$ cat config.mk
export PLATFORM = sky130hd
export DESIGN_NAME = huffman
export DESIGN_NICKNAME = d
export VERILOG_FILES = /design/src/source/huffman_pkg.sv /design/src/source/symbol_histogram.sv /design/src/source/huffman_control.sv /design/src/source/node_list.sv /design/src/source/code_builder.sv /design/src/source/huffman.sv
export SDC_FILE = /design/constraint.sdc
export NUM_CORES = 1
export LEC_CHECK = 0
export BUFFER_PORTS_ARGS = -buffer_cell sky130_fd_sc_hd__buf_4
export CAP_MARGIN = 20
export CORE_AREA = 5 5 193 195
export DETAILED_ROUTE_END_ITERATION = 8
export DIE_AREA = 0 0 198 200
export GPL_TIMING_DRIVEN = 0
export PLACE_DENSITY = 0.68
export SLEW_MARGIN = 20
export SYNTH_ARGS = -nofsm -noshare
export SYNTH_HDL_FRONTEND = slang
export SYNTH_SLANG_ARGS = --single-unit
export TNS_END_PERCENT = 10
$ cat constraint.sdc
create_clock -name clk -period 6.6 [get_ports clk]
set_input_delay 0.99 -clock clk [delete_from_list [all_inputs] [get_ports clk]]
set_output_delay 0.99 -clock clk [all_outputs]
set_load 0.01 [all_outputs]
$ cat src/source/huffman_pkg.sv
package huffman_pkg;

	localparam int sym_count    = 6;
	localparam int merge_rounds = sym_count - 1;

	typedef logic [7:0] count_t;
	typedef logic [7:0] mask_t; // bit k is symbol k+1
	typedef logic [7:0] code_t;
	typedef logic [7:0] gray_t;
	typedef logic [2:0] step_t;

	typedef enum logic [2:0] {
		phase_idle,
		phase_receive,
		phase_count_out,
		phase_load,
		phase_merge,
		phase_split,
		phase_code_out,
		phase_done
	} phase_e;

	typedef struct packed {
		count_t count;
		mask_t  mask;
	} node_t;

	// a ranks below b: smaller count, on a tie the larger mask
	function automatic logic node_below(node_t a, node_t b);
		return (a.count < b.count) || ((a.count == b.count) && (a.mask > b.mask));
	endfunction

endpackage

$ cat src/source/symbol_histogram.sv
`timescale 1ns/1ns

module symbol_histogram (
	input  logic                clk,
	input  logic                reset,
	input  logic                gray_valid,
	input  huffman_pkg::gray_t  gray_data,
	output huffman_pkg::count_t cnt1,
	output huffman_pkg::count_t cnt2,
	output huffman_pkg::count_t cnt3,
	output huffman_pkg::count_t cnt4,
	output huffman_pkg::count_t cnt5,
	output huffman_pkg::count_t cnt6
);
	import huffman_pkg::*;

	count_t cnt_q [sym_count];

	// one counter per gray value, 8 bit wrap
	always_ff @(posedge clk) begin
		if (reset) begin
			for (int k = 0; k < sym_count; k++)
				cnt_q[k] <= '0;
		end else if (gray_valid) begin
			for (int k = 0; k < sym_count; k++)
				if (gray_data == gray_t'(k + 1))
					cnt_q[k] <= cnt_q[k] + count_t'(1);
		end
	end

	assign cnt1 = cnt_q[0];
	assign cnt2 = cnt_q[1];
	assign cnt3 = cnt_q[2];
	assign cnt4 = cnt_q[3];
	assign cnt5 = cnt_q[4];
	assign cnt6 = cnt_q[5];

endmodule

$ cat src/source/huffman_control.sv
`timescale 1ns/1ns

module huffman_control (
	input  logic                clk,
	input  logic                reset,
	input  logic                gray_valid,
	output huffman_pkg::phase_e phase,
	output huffman_pkg::step_t  step,
	output logic                cnt_valid,
	output logic                code_valid
);
	import huffman_pkg::*;

	phase_e phase_next;
	step_t  step_next;
	logic   last_step;

	// ====================
	// phase lengths
	always_comb begin
		case (phase)
			phase_load:
				last_step = (step == step_t'(sym_count - 1));
			phase_merge, phase_split:
				last_step = (step == step_t'(merge_rounds - 1));
			default:
				last_step = 1'b1; // single cycle phases
		endcase
	end

	// ====================
	// next phase
	always_comb begin
		case (phase)
			phase_idle:      phase_next = gray_valid ? phase_receive : phase_idle;
			phase_receive:   phase_next = gray_valid ? phase_receive : phase_count_out;
			phase_count_out: phase_next = phase_load;
			phase_load:      phase_next = last_step ? phase_merge : phase_load;
			phase_merge:     phase_next = last_step ? phase_split : phase_merge;
			phase_split:     phase_next = last_step ? phase_code_out : phase_split;
			phase_code_out:  phase_next = phase_done;
			default:         phase_next = phase_done; // stays until reset
		endcase
	end

	// step restarts at 0 on every phase change
	assign step_next = (phase_next == phase && !last_step) ? step + step_t'(1) : '0;

	always_ff @(posedge clk) begin
		if (reset) begin
			phase      <= phase_idle;
			step       <= '0;
			cnt_valid  <= 1'b0;
			code_valid <= 1'b0;
		end else begin
			phase      <= phase_next;
			step       <= step_next;
			cnt_valid  <= (phase_next == phase_count_out);
			code_valid <= (phase_next == phase_code_out);
		end
	end

endmodule

$ cat src/source/node_list.sv
`timescale 1ns/1ns

module node_list (
	input  logic                clk,
	input  logic                reset,
	input  huffman_pkg::phase_e phase,
	input  huffman_pkg::step_t  step,
	input  huffman_pkg::count_t cnt1,
	input  huffman_pkg::count_t cnt2,
	input  huffman_pkg::count_t cnt3,
	input  huffman_pkg::count_t cnt4,
	input  huffman_pkg::count_t cnt5,
	input  huffman_pkg::count_t cnt6,
	output huffman_pkg::mask_t  low_mask,
	output huffman_pkg::mask_t  high_mask
);
	import huffman_pkg::*;

	node_t                slot_q [sym_count]; // slot 0 ranks lowest
	logic [sym_count-1:0] valid_q;
	node_t                base [sym_count];
	logic [sym_count-1:0] base_v;
	node_t                base_up [sym_count];
	node_t                slot_d [sym_count];
	logic [sym_count-1:0] valid_d;
	logic [sym_count-1:0] below;
	logic [sym_count-1:0] prev_below;
	count_t               cnts [sym_count];
	node_t                in_node;
	logic                 insert_en;

	assign cnts      = '{cnt1, cnt2, cnt3, cnt4, cnt5, cnt6};
	assign insert_en = (phase == phase_load) || (phase == phase_merge);

	// ====================
	// list before insertion and the incoming node
	always_comb begin
		base   = slot_q;
		base_v = valid_q;
		if (phase == phase_merge) begin
			// drop the two lowest nodes
			for (int i = 0; i < sym_count - 2; i++)
				base[i] = slot_q[i + 2];
			base_v = valid_q >> 2;
			in_node.count = slot_q[0].count + slot_q[1].count;
			in_node.mask  = slot_q[0].mask | slot_q[1].mask;
		end else begin
			in_node.count = cnts[step];
			in_node.mask  = mask_t'(1) << step; // one-hot leaf
		end
	end

	// ====================
	// parallel insertion, each slot holds, shifts up or takes the new node
	always_comb begin
		for (int i = 0; i < sym_count; i++)
			below[i] = base_v[i] && node_below(base[i], in_node);
		prev_below = {below[sym_count-2:0], 1'b1};
		base_up[0] = in_node;
		for (int i = 1; i < sym_count; i++)
			base_up[i] = base[i - 1];
		for (int i = 0; i < sym_count; i++) begin
			if (below[i]) begin
				slot_d[i]  = base[i];
				valid_d[i] = base_v[i];
			end else if (prev_below[i]) begin
				slot_d[i]  = in_node;
				valid_d[i] = 1'b1;
			end else begin
				slot_d[i]  = base_up[i];
				valid_d[i] = base_v[i - 1];
			end
		end
	end

	always_ff @(posedge clk) begin
		if (reset)
			valid_q <= '0;
		else if (insert_en)
			valid_q <= valid_d;
	end

	always_ff @(posedge clk) begin
		if (insert_en)
			slot_q <= slot_d;
	end

	assign low_mask  = slot_q[0].mask;
	assign high_mask = slot_q[1].mask;

endmodule

$ cat src/source/code_builder.sv
`timescale 1ns/1ns

module code_builder (
	input  logic                clk,
	input  logic                reset,
	input  huffman_pkg::phase_e phase,
	input  huffman_pkg::step_t  step,
	input  huffman_pkg::mask_t  low_mask,
	input  huffman_pkg::mask_t  high_mask,
	output huffman_pkg::code_t  hc1,
	output huffman_pkg::code_t  hc2,
	output huffman_pkg::code_t  hc3,
	output huffman_pkg::code_t  hc4,
	output huffman_pkg::code_t  hc5,
	output huffman_pkg::code_t  hc6,
	output huffman_pkg::code_t  m1,
	output huffman_pkg::code_t  m2,
	output huffman_pkg::code_t  m3,
	output huffman_pkg::code_t  m4,
	output huffman_pkg::code_t  m5,
	output huffman_pkg::code_t  m6
);
	import huffman_pkg::*;

	mask_t log_low  [merge_rounds];
	mask_t log_high [merge_rounds];
	step_t rd_idx;
	mask_t rd_low;
	mask_t rd_high;
	code_t hc_q [sym_count];
	code_t m_q  [sym_count];

	// split walks the merge log from the root down
	assign rd_idx  = step_t'(merge_rounds - 1) - step;
	assign rd_low  = log_low[rd_idx];
	assign rd_high = log_high[rd_idx];

	always_ff @(posedge clk) begin
		if (phase == phase_merge) begin
			log_low[step]  <= low_mask;
			log_high[step] <= high_mask;
		end
	end

	// ====================
	// per-symbol shift registers
	always_ff @(posedge clk) begin
		if (reset) begin
			for (int k = 0; k < sym_count; k++) begin
				hc_q[k] <= '0;
				m_q[k]  <= '0;
			end
		end else if (phase == phase_split) begin
			for (int k = 0; k < sym_count; k++) begin
				if (rd_low[k]) begin
					hc_q[k] <= {hc_q[k][6:0], 1'b1}; // lower node gets the 1
					m_q[k]  <= {m_q[k][6:0], 1'b1};
				end else if (rd_high[k]) begin
					hc_q[k] <= {hc_q[k][6:0], 1'b0};
					m_q[k]  <= {m_q[k][6:0], 1'b1};
				end
			end
		end
	end

	assign hc1 = hc_q[0];
	assign hc2 = hc_q[1];
	assign hc3 = hc_q[2];
	assign hc4 = hc_q[3];
	assign hc5 = hc_q[4];
	assign hc6 = hc_q[5];
	assign m1  = m_q[0];
	assign m2  = m_q[1];
	assign m3  = m_q[2];
	assign m4  = m_q[3];
	assign m5  = m_q[4];
	assign m6  = m_q[5];

endmodule

$ cat src/source/huffman.sv
`timescale 1ns/1ns

module huffman (
	input  logic                clk,
	input  logic                reset,
	input  logic                gray_valid,
	input  huffman_pkg::gray_t  gray_data,
	output logic                CNT_valid,
	output huffman_pkg::count_t CNT1,
	output huffman_pkg::count_t CNT2,
	output huffman_pkg::count_t CNT3,
	output huffman_pkg::count_t CNT4,
	output huffman_pkg::count_t CNT5,
	output huffman_pkg::count_t CNT6,
	output logic                code_valid,
	output huffman_pkg::code_t  HC1,
	output huffman_pkg::code_t  HC2,
	output huffman_pkg::code_t  HC3,
	output huffman_pkg::code_t  HC4,
	output huffman_pkg::code_t  HC5,
	output huffman_pkg::code_t  HC6,
	output huffman_pkg::code_t  M1,
	output huffman_pkg::code_t  M2,
	output huffman_pkg::code_t  M3,
	output huffman_pkg::code_t  M4,
	output huffman_pkg::code_t  M5,
	output huffman_pkg::code_t  M6
);
	import huffman_pkg::*;

	phase_e phase;
	step_t  step;
	mask_t  low_mask;  // two lowest nodes of the current merge
	mask_t  high_mask;

	symbol_histogram u_histogram (
		.clk(clk), .reset(reset), .gray_valid(gray_valid), .gray_data(gray_data),
		.cnt1(CNT1), .cnt2(CNT2), .cnt3(CNT3), .cnt4(CNT4), .cnt5(CNT5), .cnt6(CNT6)
	);

	huffman_control u_control (
		.clk(clk), .reset(reset), .gray_valid(gray_valid), .phase(phase), .step(step),
		.cnt_valid(CNT_valid), .code_valid(code_valid)
	);

	node_list u_nodes (
		.clk(clk), .reset(reset), .phase(phase), .step(step),
		.cnt1(CNT1), .cnt2(CNT2), .cnt3(CNT3), .cnt4(CNT4), .cnt5(CNT5), .cnt6(CNT6),
		.low_mask(low_mask), .high_mask(high_mask)
	);

	code_builder u_codes (
		.clk(clk), .reset(reset), .phase(phase), .step(step),
		.low_mask(low_mask), .high_mask(high_mask),
		.hc1(HC1), .hc2(HC2), .hc3(HC3), .hc4(HC4), .hc5(HC5), .hc6(HC6),
		.m1(M1), .m2(M2), .m3(M3), .m4(M4), .m5(M5), .m6(M6)
	);

endmodule

==> out/summary.log <==
qor: min_path.holdPathStages 1
qor: timing.report.final.slew_viol_count 0
qor: cts.postCtsHoldBufs 0
qor: cts.clock_tree_root clkbuf_16
qor: cells_and_area.stdcell_area 0.0204 mm^2
qor: logic_synthesis.sequential_to_total_area_share_from_yosys_stat 0.533
qor: min_path.hold_path_class flop to flop
qor: route.post-route-drc-count 0
qor: floorplanning.effective_utilization_at_floorplan 0.492
qor: critical_path.reg2reg_depth 18
qor: logic_synthesis.synthesis.yosys.warnings 0
qor: logic_synthesis.synth_flop_cell edfxtp_1
qor: power.cellLeakagePower 8.35 nW
qor: logic_synthesis.synth_seq_cells 314
qor: critical_path.required 6860 ps
qor: cts.clkTransAtPathRegs 60 ps
qor: placement.placedInstanceArea 0.0192 mm^2
qor: floorplanning.pin_count 157
qor: power.pwr_density_cell 217 mW/mm^2
qor: cts.post-cts-setup-buffers 0
qor: cts.tritoncts_num_sinks 314
qor: route.dr_total_vias 11994
qor: logic_synthesis.ys_top_cells_by_count edfxtp_1 (295), mux2i_1 (158), nor2_1 (108)
qor: critical_path.worst-endpoint-arrival 6620 ps
qor: grt.total_congestion_overflow 0
qor: floorplanning.full_die_area 0.0396 mm^2
qor: route.detailedRoute.firstPassIterationCount 5
qor: logic_synthesis.post-synth-top-area-fraction 0.511
qor: run.max_cap_viol_count 0
qor: timing.maxSlewHeadroom 0.304
qor: timing.period_minus_slack 6360 ps
qor: route.dr.first_iter.drc_count 818
qor: cells_and_area.synthToLayoutAreaGrowth 17.6%
qor: logic_synthesis.synth.most_common_cell edfxtp_1
qor: cts.max-clock-path-buffers 3
qor: floorplanning.die_x 198 um
qor: timing.endpoints_failing_setup 0
qor: timing.timing.clock.skew 21.7 ps
qor: grt.first_global_vias 11621
qor: cts.clock_insertion_delay_worst_skew 530 ps
qor: route.route.final.wire_length 42.9 mm
qor: floorplanning.fp.coreArea 0.0352 mm^2
qor: cells_and_area.antenna_cells_inserted 0
qor: timing.tightest_slew 1040 ps
qor: critical_path.crit_end u_nodes.slot_q[78]
qor: logic_synthesis.post_synth_num_cell_types 72
qor: timing.final_min_period_over_clock_period 0.964
qor: grt.maximum_number_of_pins_on_one_net_before_global_route_repair 51
qor: placement.port_buffers 156
qor: grt.grt_antenna_before_repair 0
qor: placement.globalplace.congestion 0.897
qor: cells_and_area.fin_nets 1744
qor: status.run_status finished, final reports clean
qor: timing.timing.final.hold_violations 0
qor: cells_and_area.num-fill-cells 2918
qor: grt.grt_util_all_layers 0.212
qor: critical_path.timing.reg2reg.setup_slack 240 ps
qor: logic_synthesis.ys_async_sr_fraction 0
qor: critical_path.setup.worst_path.start u_control.phase[0]
qor: critical_path.critical_register_to_register_path_endpoint u_nodes.slot_q[78]
qor: critical_path.timing.setup.critical_path_class flop to flop
qor: grt.global_route_wire_length_before_repair 66.3 mm
qor: critical_path.critPathCaptureType flop
qor: floorplanning.die_y 200 um
qor: cts.tritoncts built
qor: floorplanning.fp-row-count 69
qor: logic_synthesis.synth.area.top_cells edfxtp_1 (51%), mux2i_1 (9.1%), ha_1 (7.6%)
qor: logic_synthesis.synth.largest_area_cell edfxtp_1
qor: logic_synthesis.synth.avg_cell_area 12.2 um^2
qor: cts.numCtsBuffers 35
qor: power.vdd_ir_drop_max 168 uV
qor: timing.setup_total_negative_slack 0 ps
qor: critical_path.setup.worst_path.start_class flop
qor: route.routedWlPerCell 20.3 um
qor: logic_synthesis.syn-num-nets 1541
qor: cells_and_area.final_layout_size_suffix_gt1_frac 0.192
qor: route.routed_via_density 5.67
qor: route.antenna_violating_nets_post_route 0
qor: logic_synthesis.synth-edff-count 295
qor: cts.htree_levels 2
qor: timing.clock.fmax 157 MHz
qor: placement.detailed_place_hpwl 32.6 mm
qor: critical_path.crit-reg2reg-launch u_control.phase[0]
qor: cells_and_area.final_core_util 0.578
qor: logic_synthesis.synth_instances 1424
qor: logic_synthesis.post_synth_instance_area 0.0173 mm^2
qor: timing.unrepaired_setup_endpoints_after_global_routing false
qor: critical_path.crit_path_max_fanout 10
metal layers:
layer / vias to the layer above / routed length, um / global-route usage
li1: 5708 / - / -
met1: 5876 / 19500 / 0.300
met2: 354 / 20300 / 0.354
met3: 56 / 2380 / 0.0289
met4: 0 / 773 / 0.0472
met5: - / 0 / 0
flip-flops by register name, summed over array words and instances, names as in the netlist:
register and count:
u_control.step 3, u_control.cnt_valid 1, u_histogram.cnt_q 48, u_nodes.low_mask 8, u_codes.log_low 30, u_control.phase 3, u_nodes.slot_q 48, u_codes.log_high 30
u_nodes.high_mask 8, u_codes.hc_q 48, u_codes.m_q 48, u_control.code_valid 1, u_nodes.valid_q 6, u_nodes.base 32
metrics by stage:
step	setup slack, ps	cells	hold WS [ps]	power, mW
4_1_cts	298	2113	480	4.46
3_3_place_gp	-1070	2041	451	2.50
2_1_floorplan	1090	1424	440	2.40
5_1_grt	7.56	2114	508	4.57
3_5_place_dp	337	2050	467	2.51
6_report	239	2114	479	4.42
critical path, stage by stage (launching register included):
cell and delay [ps]:
dfxtp_1 300, buf_2 200, or3b_1 190, buf_2 310
clkbuf_1 500, clkbuf_1 760, o21ai_0 400, o31ai_2 280
ha_1 360, nor2b_1 140, o21bai_1 140, a31oi_1 120
o311ai_0 680, nand2_1 120, maj3_1 390, o22ai_2 530
buf_6 260, buf_2 270, o21ai_0 130
power breakdown:
group          switching (mW)  leakage (nW)  total, mW  internal, mW
combinational           0.131          4.79      0.230        0.0988
clock                   0.816         0.562       1.95          1.13
sequential             0.0355          3.00       2.24          2.21
total                   0.983          8.35       4.42          3.44
how the worst min path moves through the flow:
stage | end | startpoint
5_1_grt | u_codes.m_q[0][8] | u_codes.m_q[0][8]
6_report | u_codes.m_q[0][32] | u_codes.m_q[0][32]
4_1_cts | u_codes.m_q[0][32] | u_codes.m_q[0][32]
3_5_place_dp | u_codes.m_q[0][32] | u_codes.m_q[0][32]
3_3_place_gp | u_nodes.valid_q[0] | u_nodes.valid_q[0]
2_1_floorplan | u_nodes.valid_q[0] | u_nodes.valid_q[0]
cells by family (layout without fill, tap and decap cells):
kind of cell / Yosys count / in the layout / synth area share
flops: 314 / 314 / 0.533
compound gates: 207 / 207 / 0.0770
fa+ha+maj: 111 / 111 / 0.0799
xor+xnor: 46 / 46 / 0.0233
mux: 213 / 213 / 0.137
simple gates: 398 / 398 / 0.117
buf+inv: 135 / 364 / 0.0324
cell usage in the layout (no fill, tap or decap), drive strengths merged, types with 3 or more instances in the layout:
| master | synthesis | layout |
|---|---|---|
| o22ai | 6 | 6 |
| and2 | 87 | 87 |
| mux2i | 158 | 158 |
| clkbuf | 28 | 73 |
| nand3 | 53 | 53 |
| nand2 | 56 | 56 |
| a211oi | 5 | 5 |
| o211ai | 4 | 4 |
| ha | 105 | 105 |
| o21bai | 4 | 4 |
| mux2 | 41 | 41 |
| dfxtp | 19 | 19 |
| buf | 28 | 194 |
| a31oi | 16 | 16 |
| nor4 | 4 | 4 |
| o21ai | 59 | 59 |
| a21oi | 57 | 57 |
| and3 | 25 | 25 |
| a311oi | 3 | 3 |
| nand4 | 13 | 13 |
| nor3 | 9 | 9 |
| maj3 | 5 | 5 |
| nor2b | 18 | 18 |
| mux4 | 14 | 14 |
| inv | 78 | 80 |
| xnor2 | 16 | 16 |
| a21o | 17 | 17 |
| edfxtp | 295 | 295 |
| xor2 | 30 | 30 |
| o221ai | 3 | 3 |
| clkinv | 1 | 14 |
| bufinv | 0 | 3 |
| nor2 | 108 | 108 |
| nand2b | 14 | 14 |
| o21a | 9 | 9 |
area by class of cell:
type	count	area, um^2	area share
Sequential cell	314	9240	0.453
Multi-Input combinational cell	975	7590	0.373
Timing Repair Buffer	166	1260	0.0618
Clock buffer	45	933	0.0458
Tap cell	461	577	0.0283
Inverter	79	297	0.0146
Buffer	56	269	0.0132
Clock inverter	18	206	0.0101
what timing repair did:
action,CTS,global route
gates resized for setup,0,1
endpoints found under the setup margin,0,4
hold endpoints to repair,0,0
(Power assumes the default switching activity.)
